[config.mk]
export PLATFORM = sky130hd
export DESIGN_NAME = gmii_rx_sampler
export DESIGN_NICKNAME = d
export VERILOG_FILES = /design/src/source/rgmii_pkg.sv /design/src/source/gmii_rx_sampler.sv
export SDC_FILE = /design/constraint.sdc
export NUM_CORES = 1
export LEC_CHECK = 0
export BUFFER_PORTS_ARGS = -buffer_cell sky130_fd_sc_hd__buf_2
export CORE_AREA = 2 2 43 45
export DETAILED_ROUTE_END_ITERATION = 8
export DIE_AREA = 0 0 45 47
export PLACE_DENSITY = 0.7
export SYNTH_ARGS = -nofsm -noshare
export SYNTH_HDL_FRONTEND = slang
export SYNTH_SLANG_ARGS = --single-unit
[constraint.sdc]
create_clock -name clk_i -period 0.95 [get_ports clk_i]
set_input_delay 0.095 -clock clk_i [delete_from_list [all_inputs] [get_ports clk_i]]
set_output_delay 0.095 -clock clk_i [all_outputs]
set_load 0.05 [all_outputs]
[src/source/rgmii_pkg.sv]
package rgmii_pkg;

    // ~~~~~~~~~~~~~~~~~~~~~~~~~~~~~~~~~~~~~~~~~~~~~~~~~~~~~~~~~~~~~~~~~~~~~~~~~~
    // Field types
    // ~~~~~~~~~~~~~~~~~~~~~~~~~~~~~~~~~~~~~~~~~~~~~~~~~~~~~~~~~~~~~~~~~~~~~~~~~~

    typedef logic [7:0]  byte_t;
    typedef logic [47:0] mac_addr_t;
    typedef logic [15:0] len16_t;
    typedef logic [31:0] ipv4_addr_t;

    // ~~~~~~~~~~~~~~~~~~~~~~~~~~~~~~~~~~~~~~~~~~~~~~~~~~~~~~~~~~~~~~~~~~~~~~~~~~
    // Frame constants
    // ~~~~~~~~~~~~~~~~~~~~~~~~~~~~~~~~~~~~~~~~~~~~~~~~~~~~~~~~~~~~~~~~~~~~~~~~~~

    localparam byte_t PREAMBLE_BYTE = 8'h55;
    localparam byte_t SFD_BYTE      = 8'hD5;

    // Ethernet (14) + IPv4 (20) + UDP (8) bytes between the SFD and the payload.
    localparam int HEADER_BYTES    = 42;
    localparam int IP_UDP_OVERHEAD = 28;
    localparam int FCS_BYTES       = 4;

    // ~~~~~~~~~~~~~~~~~~~~~~~~~~~~~~~~~~~~~~~~~~~~~~~~~~~~~~~~~~~~~~~~~~~~~~~~~~
    // Beats between blocks
    // ~~~~~~~~~~~~~~~~~~~~~~~~~~~~~~~~~~~~~~~~~~~~~~~~~~~~~~~~~~~~~~~~~~~~~~~~~~

    typedef struct packed {
        byte_t data;
        logic  start;
        logic  done;
    } gmii_beat_t;

    typedef struct packed {
        byte_t data;
        logic  last;
    } stream_beat_t;

    // The first byte on the wire lands in the most significant field.
    typedef struct packed {
        mac_addr_t  dst_mac;
        mac_addr_t  src_mac;
        len16_t     ethertype;
        byte_t      ip_ver_ihl;
        byte_t      ip_tos;
        len16_t     ip_total_length;
        len16_t     ip_ident;
        len16_t     ip_flags_frag;
        byte_t      ip_ttl;
        byte_t      ip_protocol;
        len16_t     ip_checksum;
        ipv4_addr_t ip_src;
        ipv4_addr_t ip_dst;
        len16_t     udp_src_port;
        len16_t     udp_dst_port;
        len16_t     udp_length;
        len16_t     udp_checksum;
    } frame_header_t;

endpackage
[src/source/gmii_rx_sampler.sv]
`timescale 1ns/1ns

module gmii_rx_sampler (
    input  logic                  clk_i,
    input  logic                  rst_i,
    input  rgmii_pkg::byte_t      rx_d_i,
    input  logic                  rx_dv_i,
    output rgmii_pkg::gmii_beat_t beat_o
);

    import rgmii_pkg::*;

    byte_t [2:0] data_z;
    logic  [2:0] dv_z;

    always_ff @(posedge clk_i) begin
        data_z <= {data_z[1:0], rx_d_i};
    end

    always_ff @(posedge clk_i) begin
        if (rst_i) begin
            dv_z <= '0;
        end else begin
            dv_z <= {dv_z[1:0], rx_dv_i};
        end
    end

    // The edges come from the last two valid stages. A start pulse is seen
    // one cycle before the first frame byte reaches the data field, so the
    // parser is already out of IDLE when that byte arrives.
    assign beat_o.data  = data_z[2];
    assign beat_o.start = dv_z[1] & ~dv_z[2];
    assign beat_o.done  = dv_z[2] & ~dv_z[1];

    // The byte that follows a start pulse opens the preamble.
    a_start_aligned : assert property (
        @(posedge clk_i) disable iff (rst_i)
        beat_o.start |=> beat_o.data == PREAMBLE_BYTE
    );

endmodule

==> Word-level counts from Yosys, hierarchy flattened <==
Index checks and enable logic that the tools add are counted.
{ "classes": {"add_sub_neg": 0, "mul": 0, "n_div": 0, "magnitude_cmp": 0, "n_eq_ne": 0, "shifts": 0, "mux": 0, "n_bitwise": 4, "n_reduce_logical": 0} }
{ "ops": {"columns": ["op", "n"], "rows": [
  ["1-bit AND", 2],
  ["1-bit NOT", 2]
]} }
{ "totals": {"regBits": 27, "latchBits": 0, "mem_bits_rw": 0, "mem_bits_ro": 0, "in_bits": 11, "output_inout_bits": 10, "word_cells": 8, "mem_count": 0} }

==> Logic depth before layout (Yosys ltp) <==
{ "depth": {"word_depth": 2, "ltp_mapped": 1} }

==> Worst setup path before layout <==
OpenSTA, ideal clock, no wires.
{ "synth_path": {"kind": "register to output", "startpoint": "register dv_z[1]", "endpoint": "output port beat_o[1] in the netlist's numbering", "arrival_time_ns": 1.033, "required_time_ns": 0.855, "slack_ns": -0.178, "stages_incl_launch_ff": 2, "path_buffers": 0, "path_cell_list": "dfxtp_1 > nor2b_1"} }
{ "synth_rtl": {"columns": ["item", "line", "source"], "rows": [
  ["start: declaration", "gmii_rx_sampler.sv:14", "logic [2:0] dv_z;"],
  ["start signal: assignment", "gmii_rx_sampler.sv:24", "dv_z <= {dv_z[1:0], rx_dv_i};"],
  ["end: declaration", "gmii_rx_sampler.sv:8", "output rgmii_pkg::gmii_beat_t beat_o"]
]} }

==> metrics.txt <==
outcome finished, violations left; failing checks negative setup slack; core area 1652 µm²; Worst-Margin Slew 145.2 ps; Seq pwr share between 60% and 70%; drt first pass iters 2; clk root buf clkbuf_4; clk slew on worst S/H paths 130 ps; final worst-path cycle share 114.0%; gr usage total 7.114%; Synth area leader dfxtp_1; FF-to-FF Start dv_z[1]; Slew Limit Fails 0; R2R Path End dv_z[2]; nets 78; top cells by area, synth dfxtp_1, buf_4, nor2b_1; sequential cell area fraction in the yosys report 85.54%; Worst Setup SP dv_z[1]; Arr. time, crit path 990 ps; maximum operating frequency 0.9230 GHz; CTS tree built; RSZ-0062 raised after global routing true; vias post-DR 316; DRT Wirelength around 700 µm; Mapped Nets 51; family with the most delay on the worst path flip-flops; Worst EP required between 800 and 900 ps; # diodes 0; Post-Synthesis Cells 40; Residual DRC 0; final instance area 899.6 µm²; DP Cell Count 69; FP Rows 15; yosys warns 0; # IOs 21; Worst path slowest cell dfxtp_2; post-layout worst setup margin -133.5 ps; Worst R2R Setup Slack 390 ps; post-route ant nets 0; Synth cell types 3; Worst Clk Skew 2.596 ps; maximum vdd drop between 1 and 1.5 mV; Final min period 1083 ps; mapped cell area 631.9 µm²; Worst setup EP type output pin; placed standard-cell area 693.2 µm²; non-filler cells, final 83; Critical Path Sink beat_o[1]; Setup crit start kind flip-flop; worst path bufs/invs 1; Worst path depth 2; #FFs+latches synth 27; wire length per cell 8.373 µm; CTS HTree Levels 1; global-route wire length before repair 1.000 mm; Synth top area share 85.54%; crit path kind reg2out; Pint around 1.4 mW; Crit Path Max Fanout 3; Placer Congestion 0.5741; Clk pwr share 24.8%; logic gate share of total power a little under a tenth; vias in the first global route 255; die area approximately 2100 µm²; initial antenna violation count 0; Setup Buffers After CTS 0; # setup viols final 2; Via-to-Cell Ratio 3.807; Syn Area/Cell 15.80 µm²; largest net degree at the start of global routing 17; clk_lat worst skew 310 ps; total gr overflow 0; Die H 47 µm; port buffer count 20; layout cells sized above 1 50.00%; Psw approximately 400 µW; area grow syn2layout 42.38%; DR iter-0 viols 2; CTS buffer count 3; Hold/Removal Path Class reg2reg; Initial Util about two fifths; # Max-Cap Violations 0; Sw Share 22.04%; path depth of the worst reg2reg path 1; Clock Sinks 27; critical path, cell by cell nor2b_2 > buf_6; die width about 45 µm; Max stage delay on crit path 360 ps; Clock Tree Buf Depth 2; Slew HR 90.40%; Hold Fails Final Rpt 0; Pleak 0.3978 nW; Power Dens Cells a little over 2000 nW/µm²
-- synth_stat cells (all sizes together) --
library cell / instances
buf: 8
dfxtp: 27
nor2b: 5
-- what timing repair did --
action	4_1_cts	5_1_grt
pin swaps	0	0
resized for setup	17	12
endpoints found under the setup margin	10	9
hold endpoints to repair	11	0
hold buffers	10	0
-- power by group through the flow --
stage	clock, mW	combinational [mW]	sequential, mW
floorplan	0	0.106	1.23
global placement	0	0.119	1.23
detailed placement	0	0.120	1.23
CTS	0.486	0.167	1.21
global route	0.524	0.185	1.22
finish	0.457	0.178	1.21
-- sequential cells by signal (all words and copies together), names as in the netlist --
signal / cells
data_z: 16
beat_o: 8
dv_z: 3
-- through the flow --
step	utilization, %	total power, mW	worst slack (ps)	hold WS, ps	TNS [ps]
floorplan	-	1.332	-177.8	122.7	-341.6
global placement	41.97	1.345	171.0	197.7	0
detailed placement	41.97	1.349	140.8	198.6	0
CTS	52.50	1.859	-150.7	334.3	-296.8
global route	54.47	1.926	-200.2	330.0	-398.7
finish	54.47	1.845	-133.5	334.3	-253.5
-- worst min path at each step --
stage                          start        end  slack [ps]  cells after the start
after floorplan            rx_d_i[0]  data_z[0]         120                      0
after global placement     rx_d_i[7]  data_z[7]         200                      1
after detailed placement   rx_d_i[4]  data_z[4]         200                      1
after CTS                 data_z[13]  beat_o[7]         330                      0
after global routing      data_z[13]  beat_o[7]         330                      0
final                     data_z[13]  beat_o[7]         330                      0
-- cells in the final DEF (no fill, tap or decap) --
master / count
dfxtp_2: 7
buf_2: 10
nor2b_1: 3
dfxtp_1: 20
buf_8: 1
buf_4: 1
clkinvlp_4: 1
clkbuf_4: 3
nor2b_2: 2
buf_6: 8
dlygate4sd3_1: 10
-- logic make-up (layout without fill, tap and decap cells) --
kind of cell	Yosys count	after routing	synth area share [%]
DFF	27	27	85.54
buffers and inverters	8	34	9.505
and+or+nand+nor	5	5	4.950
-- area by class of cell --
class                      instances  area (µm²)
tap                               17       21.27
timing repair buffer              30       262.8
multi-input combinational          5       36.28
clock inverter                     1       7.507
sequential                        27       549.3
fill                             148       752.0
clock buffer                       3       22.52
-- metal layers --
layer / share of wire, % / GRT usage, %
met4: 0.58 / 7.059
met1: 37 / 7.674
met2: 55 / 10.86
met5: 0 / 0
met3: 7.2 / 2.308
Power figures use the tool's default switching activity.
