$ cat src/source/rgmii_pkg.sv
package rgmii_pkg;

    // ~~~~~~~~~~~~~~~~~~~~~~~~~~~~~~~~~~~~~~~~~~~~~~~~~~~~~~~~~~~~~~~~~~~~~~~~~~
    // Field types
    // ~~~~~~~~~~~~~~~~~~~~~~~~~~~~~~~~~~~~~~~~~~~~~~~~~~~~~~~~~~~~~~~~~~~~~~~~~~

    typedef logic [7:0]  byte_t;
    typedef logic [47:0] mac_addr_t;
    typedef logic [15:0] len16_t;
    typedef logic [31:0] ipv4_addr_t;

    // ~~~~~~~~~~~~~~~~~~~~~~~~~~~~~~~~~~~~~~~~~~~~~~~~~~~~~~~~~~~~~~~~~~~~~~~~~~
    // Frame constants
    // ~~~~~~~~~~~~~~~~~~~~~~~~~~~~~~~~~~~~~~~~~~~~~~~~~~~~~~~~~~~~~~~~~~~~~~~~~~

    localparam byte_t PREAMBLE_BYTE = 8'h55;
    localparam byte_t SFD_BYTE      = 8'hD5;

    // Ethernet (14) + IPv4 (20) + UDP (8) bytes between the SFD and the payload.
    localparam int HEADER_BYTES    = 42;
    localparam int IP_UDP_OVERHEAD = 28;
    localparam int FCS_BYTES       = 4;

    // ~~~~~~~~~~~~~~~~~~~~~~~~~~~~~~~~~~~~~~~~~~~~~~~~~~~~~~~~~~~~~~~~~~~~~~~~~~
    // Beats between blocks
    // ~~~~~~~~~~~~~~~~~~~~~~~~~~~~~~~~~~~~~~~~~~~~~~~~~~~~~~~~~~~~~~~~~~~~~~~~~~

    typedef struct packed {
        byte_t data;
        logic  start;
        logic  done;
    } gmii_beat_t;

    typedef struct packed {
        byte_t data;
        logic  last;
    } stream_beat_t;

    // The first byte on the wire lands in the most significant field.
    typedef struct packed {
        mac_addr_t  dst_mac;
        mac_addr_t  src_mac;
        len16_t     ethertype;
        byte_t      ip_ver_ihl;
        byte_t      ip_tos;
        len16_t     ip_total_length;
        len16_t     ip_ident;
        len16_t     ip_flags_frag;
        byte_t      ip_ttl;
        byte_t      ip_protocol;
        len16_t     ip_checksum;
        ipv4_addr_t ip_src;
        ipv4_addr_t ip_dst;
        len16_t     udp_src_port;
        len16_t     udp_dst_port;
        len16_t     udp_length;
        len16_t     udp_checksum;
    } frame_header_t;

endpackage
$ cat src/source/packet_recv.sv
`timescale 1ns/1ns

module packet_recv (
    input  logic                    clk_i,
    input  logic                    rst_i,
    input  rgmii_pkg::gmii_beat_t   beat_i,
    input  rgmii_pkg::mac_addr_t    local_mac_i,
    output logic                    wr_valid_o,
    output rgmii_pkg::stream_beat_t wr_beat_o
);

    import rgmii_pkg::*;

    typedef enum logic [2:0] {
        IDLE,
        PREAMBLE_SFD,
        HEADER,
        PAYLOAD,
        FCS
    } parse_state_t;

    localparam logic [63:0] DELIMITER = {{7{PREAMBLE_BYTE}}, SFD_BYTE};

    parse_state_t  state;
    parse_state_t  next_state;
    len16_t        byte_cnt;
    logic [63:0]   window;
    logic [63:0]   window_next;
    frame_header_t header;
    len16_t        payload_len;
    logic          last_payload;
    logic          mac_match;

    // ~~~~~~~~~~~~~~~~~~~~~~~~~~~~~~~~~~~~~~~~~~~~~~~~~~~~~~~~~~~~~~~~~~~~~~~~~~
    // Header decode
    // ~~~~~~~~~~~~~~~~~~~~~~~~~~~~~~~~~~~~~~~~~~~~~~~~~~~~~~~~~~~~~~~~~~~~~~~~~~

    // Newest byte enters at the bottom, so the SFD ends up in the low byte.
    assign window_next = {window[55:0], beat_i.data};

    // The header is complete by the time the machine reaches PAYLOAD.
    assign payload_len  = header.ip_total_length - len16_t'(IP_UDP_OVERHEAD);
    assign last_payload = (byte_cnt == payload_len - len16_t'(1));
    assign mac_match    = (header.dst_mac == local_mac_i);

    // ~~~~~~~~~~~~~~~~~~~~~~~~~~~~~~~~~~~~~~~~~~~~~~~~~~~~~~~~~~~~~~~~~~~~~~~~~~
    // Frame state machine
    // ~~~~~~~~~~~~~~~~~~~~~~~~~~~~~~~~~~~~~~~~~~~~~~~~~~~~~~~~~~~~~~~~~~~~~~~~~~

    always_comb begin
        next_state = state;
        case (state)
            IDLE: begin
                if (beat_i.start) begin
                    next_state = PREAMBLE_SFD;
                end
            end
            PREAMBLE_SFD: begin
                if (beat_i.done) begin
                    next_state = IDLE;
                end else if (window_next == DELIMITER) begin
                    next_state = HEADER;
                end
            end
            HEADER: begin
                if (beat_i.done) begin
                    next_state = IDLE;
                end else if (byte_cnt == len16_t'(HEADER_BYTES - 1)) begin
                    next_state = PAYLOAD;
                end
            end
            PAYLOAD: begin
                if (last_payload) begin
                    next_state = FCS;
                end
            end
            FCS: begin
                if (byte_cnt == len16_t'(FCS_BYTES - 1)) begin
                    next_state = IDLE;
                end
            end
            default: begin
                next_state = IDLE;
            end
        endcase
    end

    always_ff @(posedge clk_i) begin
        if (rst_i) begin
            state    <= IDLE;
            byte_cnt <= '0;
            window   <= '0;
        end else begin
            state <= next_state;

            // Counts bytes within a state and restarts on every transition.
            if (state != next_state || state == IDLE) begin
                byte_cnt <= '0;
            end else begin
                byte_cnt <= byte_cnt + len16_t'(1);
            end

            if (state == PREAMBLE_SFD) begin
                window <= window_next;
            end else begin
                window <= '0;
            end
        end
    end

    always_ff @(posedge clk_i) begin
        if (state == HEADER) begin
            header <= {header[$bits(frame_header_t)-9:0], beat_i.data};
        end
    end

    // ~~~~~~~~~~~~~~~~~~~~~~~~~~~~~~~~~~~~~~~~~~~~~~~~~~~~~~~~~~~~~~~~~~~~~~~~~~
    // Payload write port
    // ~~~~~~~~~~~~~~~~~~~~~~~~~~~~~~~~~~~~~~~~~~~~~~~~~~~~~~~~~~~~~~~~~~~~~~~~~~

    always_ff @(posedge clk_i) begin
        if (rst_i) begin
            wr_valid_o <= 1'b0;
        end else begin
            wr_valid_o <= (state == PAYLOAD) && mac_match;
        end
    end

    always_ff @(posedge clk_i) begin
        if (state == PAYLOAD) begin
            wr_beat_o.data <= beat_i.data;
            wr_beat_o.last <= last_payload;
        end
    end

    // The write that closes the payload coincides with the move to FCS.
    a_last_ends_payload : assert property (
        @(posedge clk_i) disable iff (rst_i)
        wr_valid_o |-> (wr_beat_o.last ? state == FCS : state == PAYLOAD)
    );

endmodule

$ cat config.mk
export PLATFORM = sky130hd
export DESIGN_NAME = packet_recv
export DESIGN_NICKNAME = d
export VERILOG_FILES = /design/src/source/rgmii_pkg.sv /design/src/source/packet_recv.sv
export SDC_FILE = /design/constraint.sdc
export NUM_CORES = 1
export LEC_CHECK = 0
export BUFFER_PORTS_ARGS = -buffer_cell sky130_fd_sc_hd__clkbuf_2
export CAP_MARGIN = 10
export CORE_UTILIZATION = 55
export DETAILED_ROUTE_END_ITERATION = 8
export GPL_TIMING_DRIVEN = 0
export PLACE_DENSITY = 0.74
export SKIP_LAST_GASP = 1
export SLEW_MARGIN = 20
export SYNTH_ARGS = -nofsm -noshare
export SYNTH_HDL_FRONTEND = slang
export SYNTH_SLANG_ARGS = --single-unit
$ cat constraint.sdc
create_clock -name clk_i -period 40.7 [get_ports clk_i]
set_clock_uncertainty 0.15 [all_clocks]
set_input_delay 2.035 -clock clk_i [delete_from_list [all_inputs] [get_ports clk_i]]
set_output_delay 2.035 -clock clk_i [all_outputs]
set_load 0.03 [all_outputs]
---- Word level (Yosys, flattened, before mapping) ----
Index checks and enable logic that the tools add are counted.
word-level totals
  register bits after elaboration ......... 421
cells by class
  bitwise logic cells ..................... 1
  muxes and demuxes ....................... 8
  reduce and logical (&&, ||, !) cells .... 5
  equal/unequal tests ..................... 10
  add/subtract/negate cells ............... 3
operators with widths
  cell                                                 count
  == test 64 x 63 -> 1 bit (second input constant)     1
  == test 48 bit                                       1
  2-to-1 mux 3 bit                                     7
  adder 16 x 1 -> 16 bit (second input constant)       1
  == test 16 bit                                       1
  == test 16 x 2 -> 1 bit (second input constant)      1
  == test 16 x 6 -> 1 bit (second input constant)      1
  subtractor 16 x 1 -> 16 bit (second input constant)  1
  subtractor 16 x 5 -> 16 bit (second input constant)  1
  case mux 3 bit (5 select lines)                      1
  == test 3 x 2 -> 1 bit (second input constant)       2
  OR reduction 2 bit                                   2
  == test 3 x 1 -> 1 bit (second input constant)       1
  == test 3 bit (second input constant)                1
  logical NOT 3 bit                                    1
  != test 3 bit                                        1
  logical AND 1 bit                                    1
  logical OR 1 bit                                     1
  NOT 1 bit                                            1

---- Depth between registers and ports, before layout ----
  depth after elaboration ................. 8
  gate-level depth with buffers ........... 10
  mapped depth without buffers ............ 9

---- Worst setup path before layout ----
Ideal clock, no wire load.
  kind .................................... register to register
  start ................................... register state[2]
  end ..................................... register header[0] (netlist bit) (enable)
  data required time ...................... 39511 ps
  arrival time ............................ 14414 ps
  clock period less this slack ............ 15604 ps
  cell stages (with the launch flop) ...... 3
  slack ................................... 25096 ps
  cells stage by stage .................... dfxtp_1 -> nand2b_1 -> nor2_1
between the ends
  longest elaborated chain between the ends .. 1
ends and longest elaborated chain
  item                      RTL line            text
  start: declaration        packet_recv.sv:24   parse_state_t state;
  start signal: assignment  packet_recv.sv:94   state <= next_state;
  == test 3 x 2 -> 1 bit    packet_recv.sv:112  if (state == HEADER) begin
  end signal: assignment    packet_recv.sv:113  header <= {header[$bits(frame_header_t)-9:0], beat_i.data};
  end: declaration          packet_recv.sv:29   frame_header_t header;
No other way between the ends.
A chain may end at the register's enable or synchronous reset.

---- Worst setup path in the final report ----
  start ................................... input beat_i[6] (netlist bit)
  end ..................................... register byte_cnt[11]
between the ends
  longest elaborated chain between the ends .. 7
ends and longest elaborated chain
  item                                 RTL line            text
  start: declaration                   packet_recv.sv:6    input rgmii_pkg::gmii_beat_t beat_i,
  == test 64 x 63 -> 1 bit             packet_recv.sv:61   end else if (window_next == DELIMITER) begin
  2-to-1 mux 3 bit                     packet_recv.sv:61
  2-to-1 mux 3 bit                     packet_recv.sv:59   if (beat_i.done) begin
  case mux 3 bit (5 select lines)      packet_recv.sv:52   case (state)
  != test 3 bit                        packet_recv.sv:97   if (state != next_state || state == IDLE) begin
  logical OR 1 bit                     packet_recv.sv:97
  OR reduction 2 bit (no source line)  --
  end signal: assignment               packet_recv.sv:100  byte_cnt <= byte_cnt + len16_t'(1);
  end: declaration                     packet_recv.sv:26   len16_t byte_cnt;
No other way between the ends.

==> results.cfg <==
[floorplanning]
die_w_um = 162
fp.dieH_um = 162
dieArea_um2 = 26400
row_count = 58
core_um2 = 25300
io_pins = 70
initial_utilization = 0.561

[grt]
grt_usage = 0.159
grtUsageMet1 = 0.222
grt_pass1_wl_um = 32400
grt_max_degree = 31
use_met3 = 0.0372
grt_overflow_total = 0
grt_antenna_before_repair = 1
grt_pass1_vias = 6402
grt_use_met2 = 0.248
busiest_layer = met2

[clock_network]
htree_levels = 2
clock_sinks = 421
cts-root-buf = clkbuf_16
cts.path.max_buffers = 3
insertion_delay_ns = 0.52
cts_made_buffers = 39
clkSlewWorstSetupHoldPaths_ns = 0.06
ctsResizeCount = 0
cts_tree = built
cts_hold_buf = 0
post_cts_buffers = 0

[timing]
worstMarginPinSlew_ns = 0.723
setup_viol = 0
tns_ns = 0
hold_slack_ns = 0.265
period_needed_ns = 3.82
finalCritPeriodShare = 0.0938
hold_viol_final = 0
setup_ws_ns = 36.88
rsz0062_at_grt = false
fmax_mhz = 262
slew_headroom = 0.516
drv_slew = 0

[setup_path]
cp_max_fo = 10
r2r-start = header[192]
critical_path.top_delay_family = simple AND/OR/NAND/NOR gates
rrSetupSlack_ns = 37.44
cp_slowest_cell = nor4_1
cp_data_arrival_time_ns = 4.08
rr_worst_depth = 8
path_class = primary input to flip-flop
crit_cells = 9
path_buf_inv = 2
cp-endpoint = byte_cnt[11]
required_ns = 40.96
worst_setup_path_end_kind = flip-flop
cp_slowest_stage_delay_ns = 0.50
critPathLaunch = beat_i[6]
crit_chain = clkbuf_2 -> nor4bb_1 -> nand4_1 -> nor4_1 -> o32ai_1 -> o221a_2 -> o31ai_4 -> buf_6 -> nor2_1
rr_endpoint = wr_beat_o[0]
critPathLaunchType = primary input

[place]
gp_congestion = 0.849
dpl.hpwl_um = 12800
dp_slack_ns = 36.34
numPortBuffers = 69
postPlaceCellArea_um2 = 15300

[logic_synthesis]
ys_seq_elements = 421
yosys_warnings = 0
synthesis.instances = 755
avgSynthCellArea_um2 = 18.8
syn-num-nets = 818
seq_area_frac_synth = 0.839
yosys-top-cells-count = 345 x edfxtp_1, 76 x dfxtp_1, 56 x and2_1
yosys-top-cells-area = edfxtp_1 73%, dfxtp_1 11%, xor2_1 3.3%, and2_1 2.5%, xnor2_1 1.5%
synth_top_cell_area_share = 0.732
asyncSetResetFlopFracSynth = 0
synth_most_common_cell = edfxtp_1
yosys_most_used_dff = edfxtp_1
synth_top_area_cell = edfxtp_1
syn-cell-area_um2 = 14200
ys_types = 56
synth_edf_count = 345

[cells_and_area]
final_nets = 942
drive_gt1_frac = 0.173
area_growth_pct = 17.2
final_area_um2 = 16600
diodes = 0
fillers = 1682

[routing]
vias = 6466
dr.pass1.iters = 4
routedWlPerCell_um = 16.4
drtAntennaViolNets = 0
wl_um = 20300
vias_per_cell = 5.22
drt-initial-drc-count = 492
drc_errors = 0

[min_path]
hold_path_class = flip-flop to flip-flop

[power_and_ir_drop]
ir_drop_v = 0.0000379
power_density_nw_per_um2 = 50.6
p_leak_nw = 5.62

[outcome]
status = complete, no violations

[flow_run]
maxCapViolations = 0
## power by group
part,internal (mW),total [mW],switching [mW],leakage [nW]
Combinational,0.00432,0.00897,0.00466,1.25
Sequential,0.460,0.460,0.000257,3.71
Clock,0.225,0.371,0.146,0.657
## kinds of logic after synthesis
family	Yosys count	synth area share
multiplexers	2	0.00141
flip-flops	421	0.839
buffers and inverters	23	0.00848
AND/OR/NAND/NOR	197	0.0828
AO/OA/AOI/OAI	31	0.0175
XOR/XNOR	78	0.0482
adder cells (fa/ha/maj)	3	0.00265
## worst register-to-register path: cells and delay by family, from the launching register on
kind                       cells  cell delay, ns
buffers and inverters          1            0.13
and+or+nand+nor                5            1.71
adders and majority gates      1            0.26
DFF                            1            0.58
xor gates and xnor gates       1            0.15
## metal layers
metal	part of all wire	routed length (um)	up-vias
met5	0	0	-
met4	0.024	494	0
met3	0.058	1170	47
met2	0.45	9210	167
met1	0.46	9400	3152
li1	-	-	3100
## how the worst min path moves through the flow
stage	cells past startpoint	end	start	slack [ns]
floorplan	0	header[100]	header[92]	0.25
global placement	0	header[143]	header[135]	0.25
detailed placement	0	header[106]	header[98]	0.25
CTS	0	header[40]	header[32]	0.27
global route	0	header[97]	header[89]	0.26
finish	0	header[196]	header[188]	0.27
## per-stage QoR
stage	total power [mW]	util	cells
floorplan	0.473	-	755
global placement	0.478	0.591	1154
detailed placement	0.478	0.605	1168
CTS	0.849	0.657	1238
global route	0.865	0.657	1238
finish	0.840	0.657	1238
## cell type report
type	instances	area [um^2]	area share
timing repair buffer	83	686	0.0413
tap	330	413	0.0249
clock inverter	24	263	0.0158
inverter	10	37.5	0.00226
clock buffer	46	1060	0.0642
buffer	13	82.6	0.00498
multi-input combinational	311	2170	0.131
sequential	421	11900	0.716
## flip-flops by register name (all words and copies together) (netlist names)
name and cells:
wr_beat_o 9, header 336, byte_cnt 16, state 3
wr_valid_o 1, window 56
## cells in the final DEF, fill, tap and decap left out, types with 13 or more instances in the layout
master and count:
dfxtp_1 76, nor4bb_1 13, nor2_1 29, nand2_1 17
and2_1 56, nor4_1 17, edfxtp_1 345, xnor2_1 24
nand3_1 14, xor2_1 54, clkbuf_16 41, clkbuf_2 70
Power figures use the tool's default switching activity.
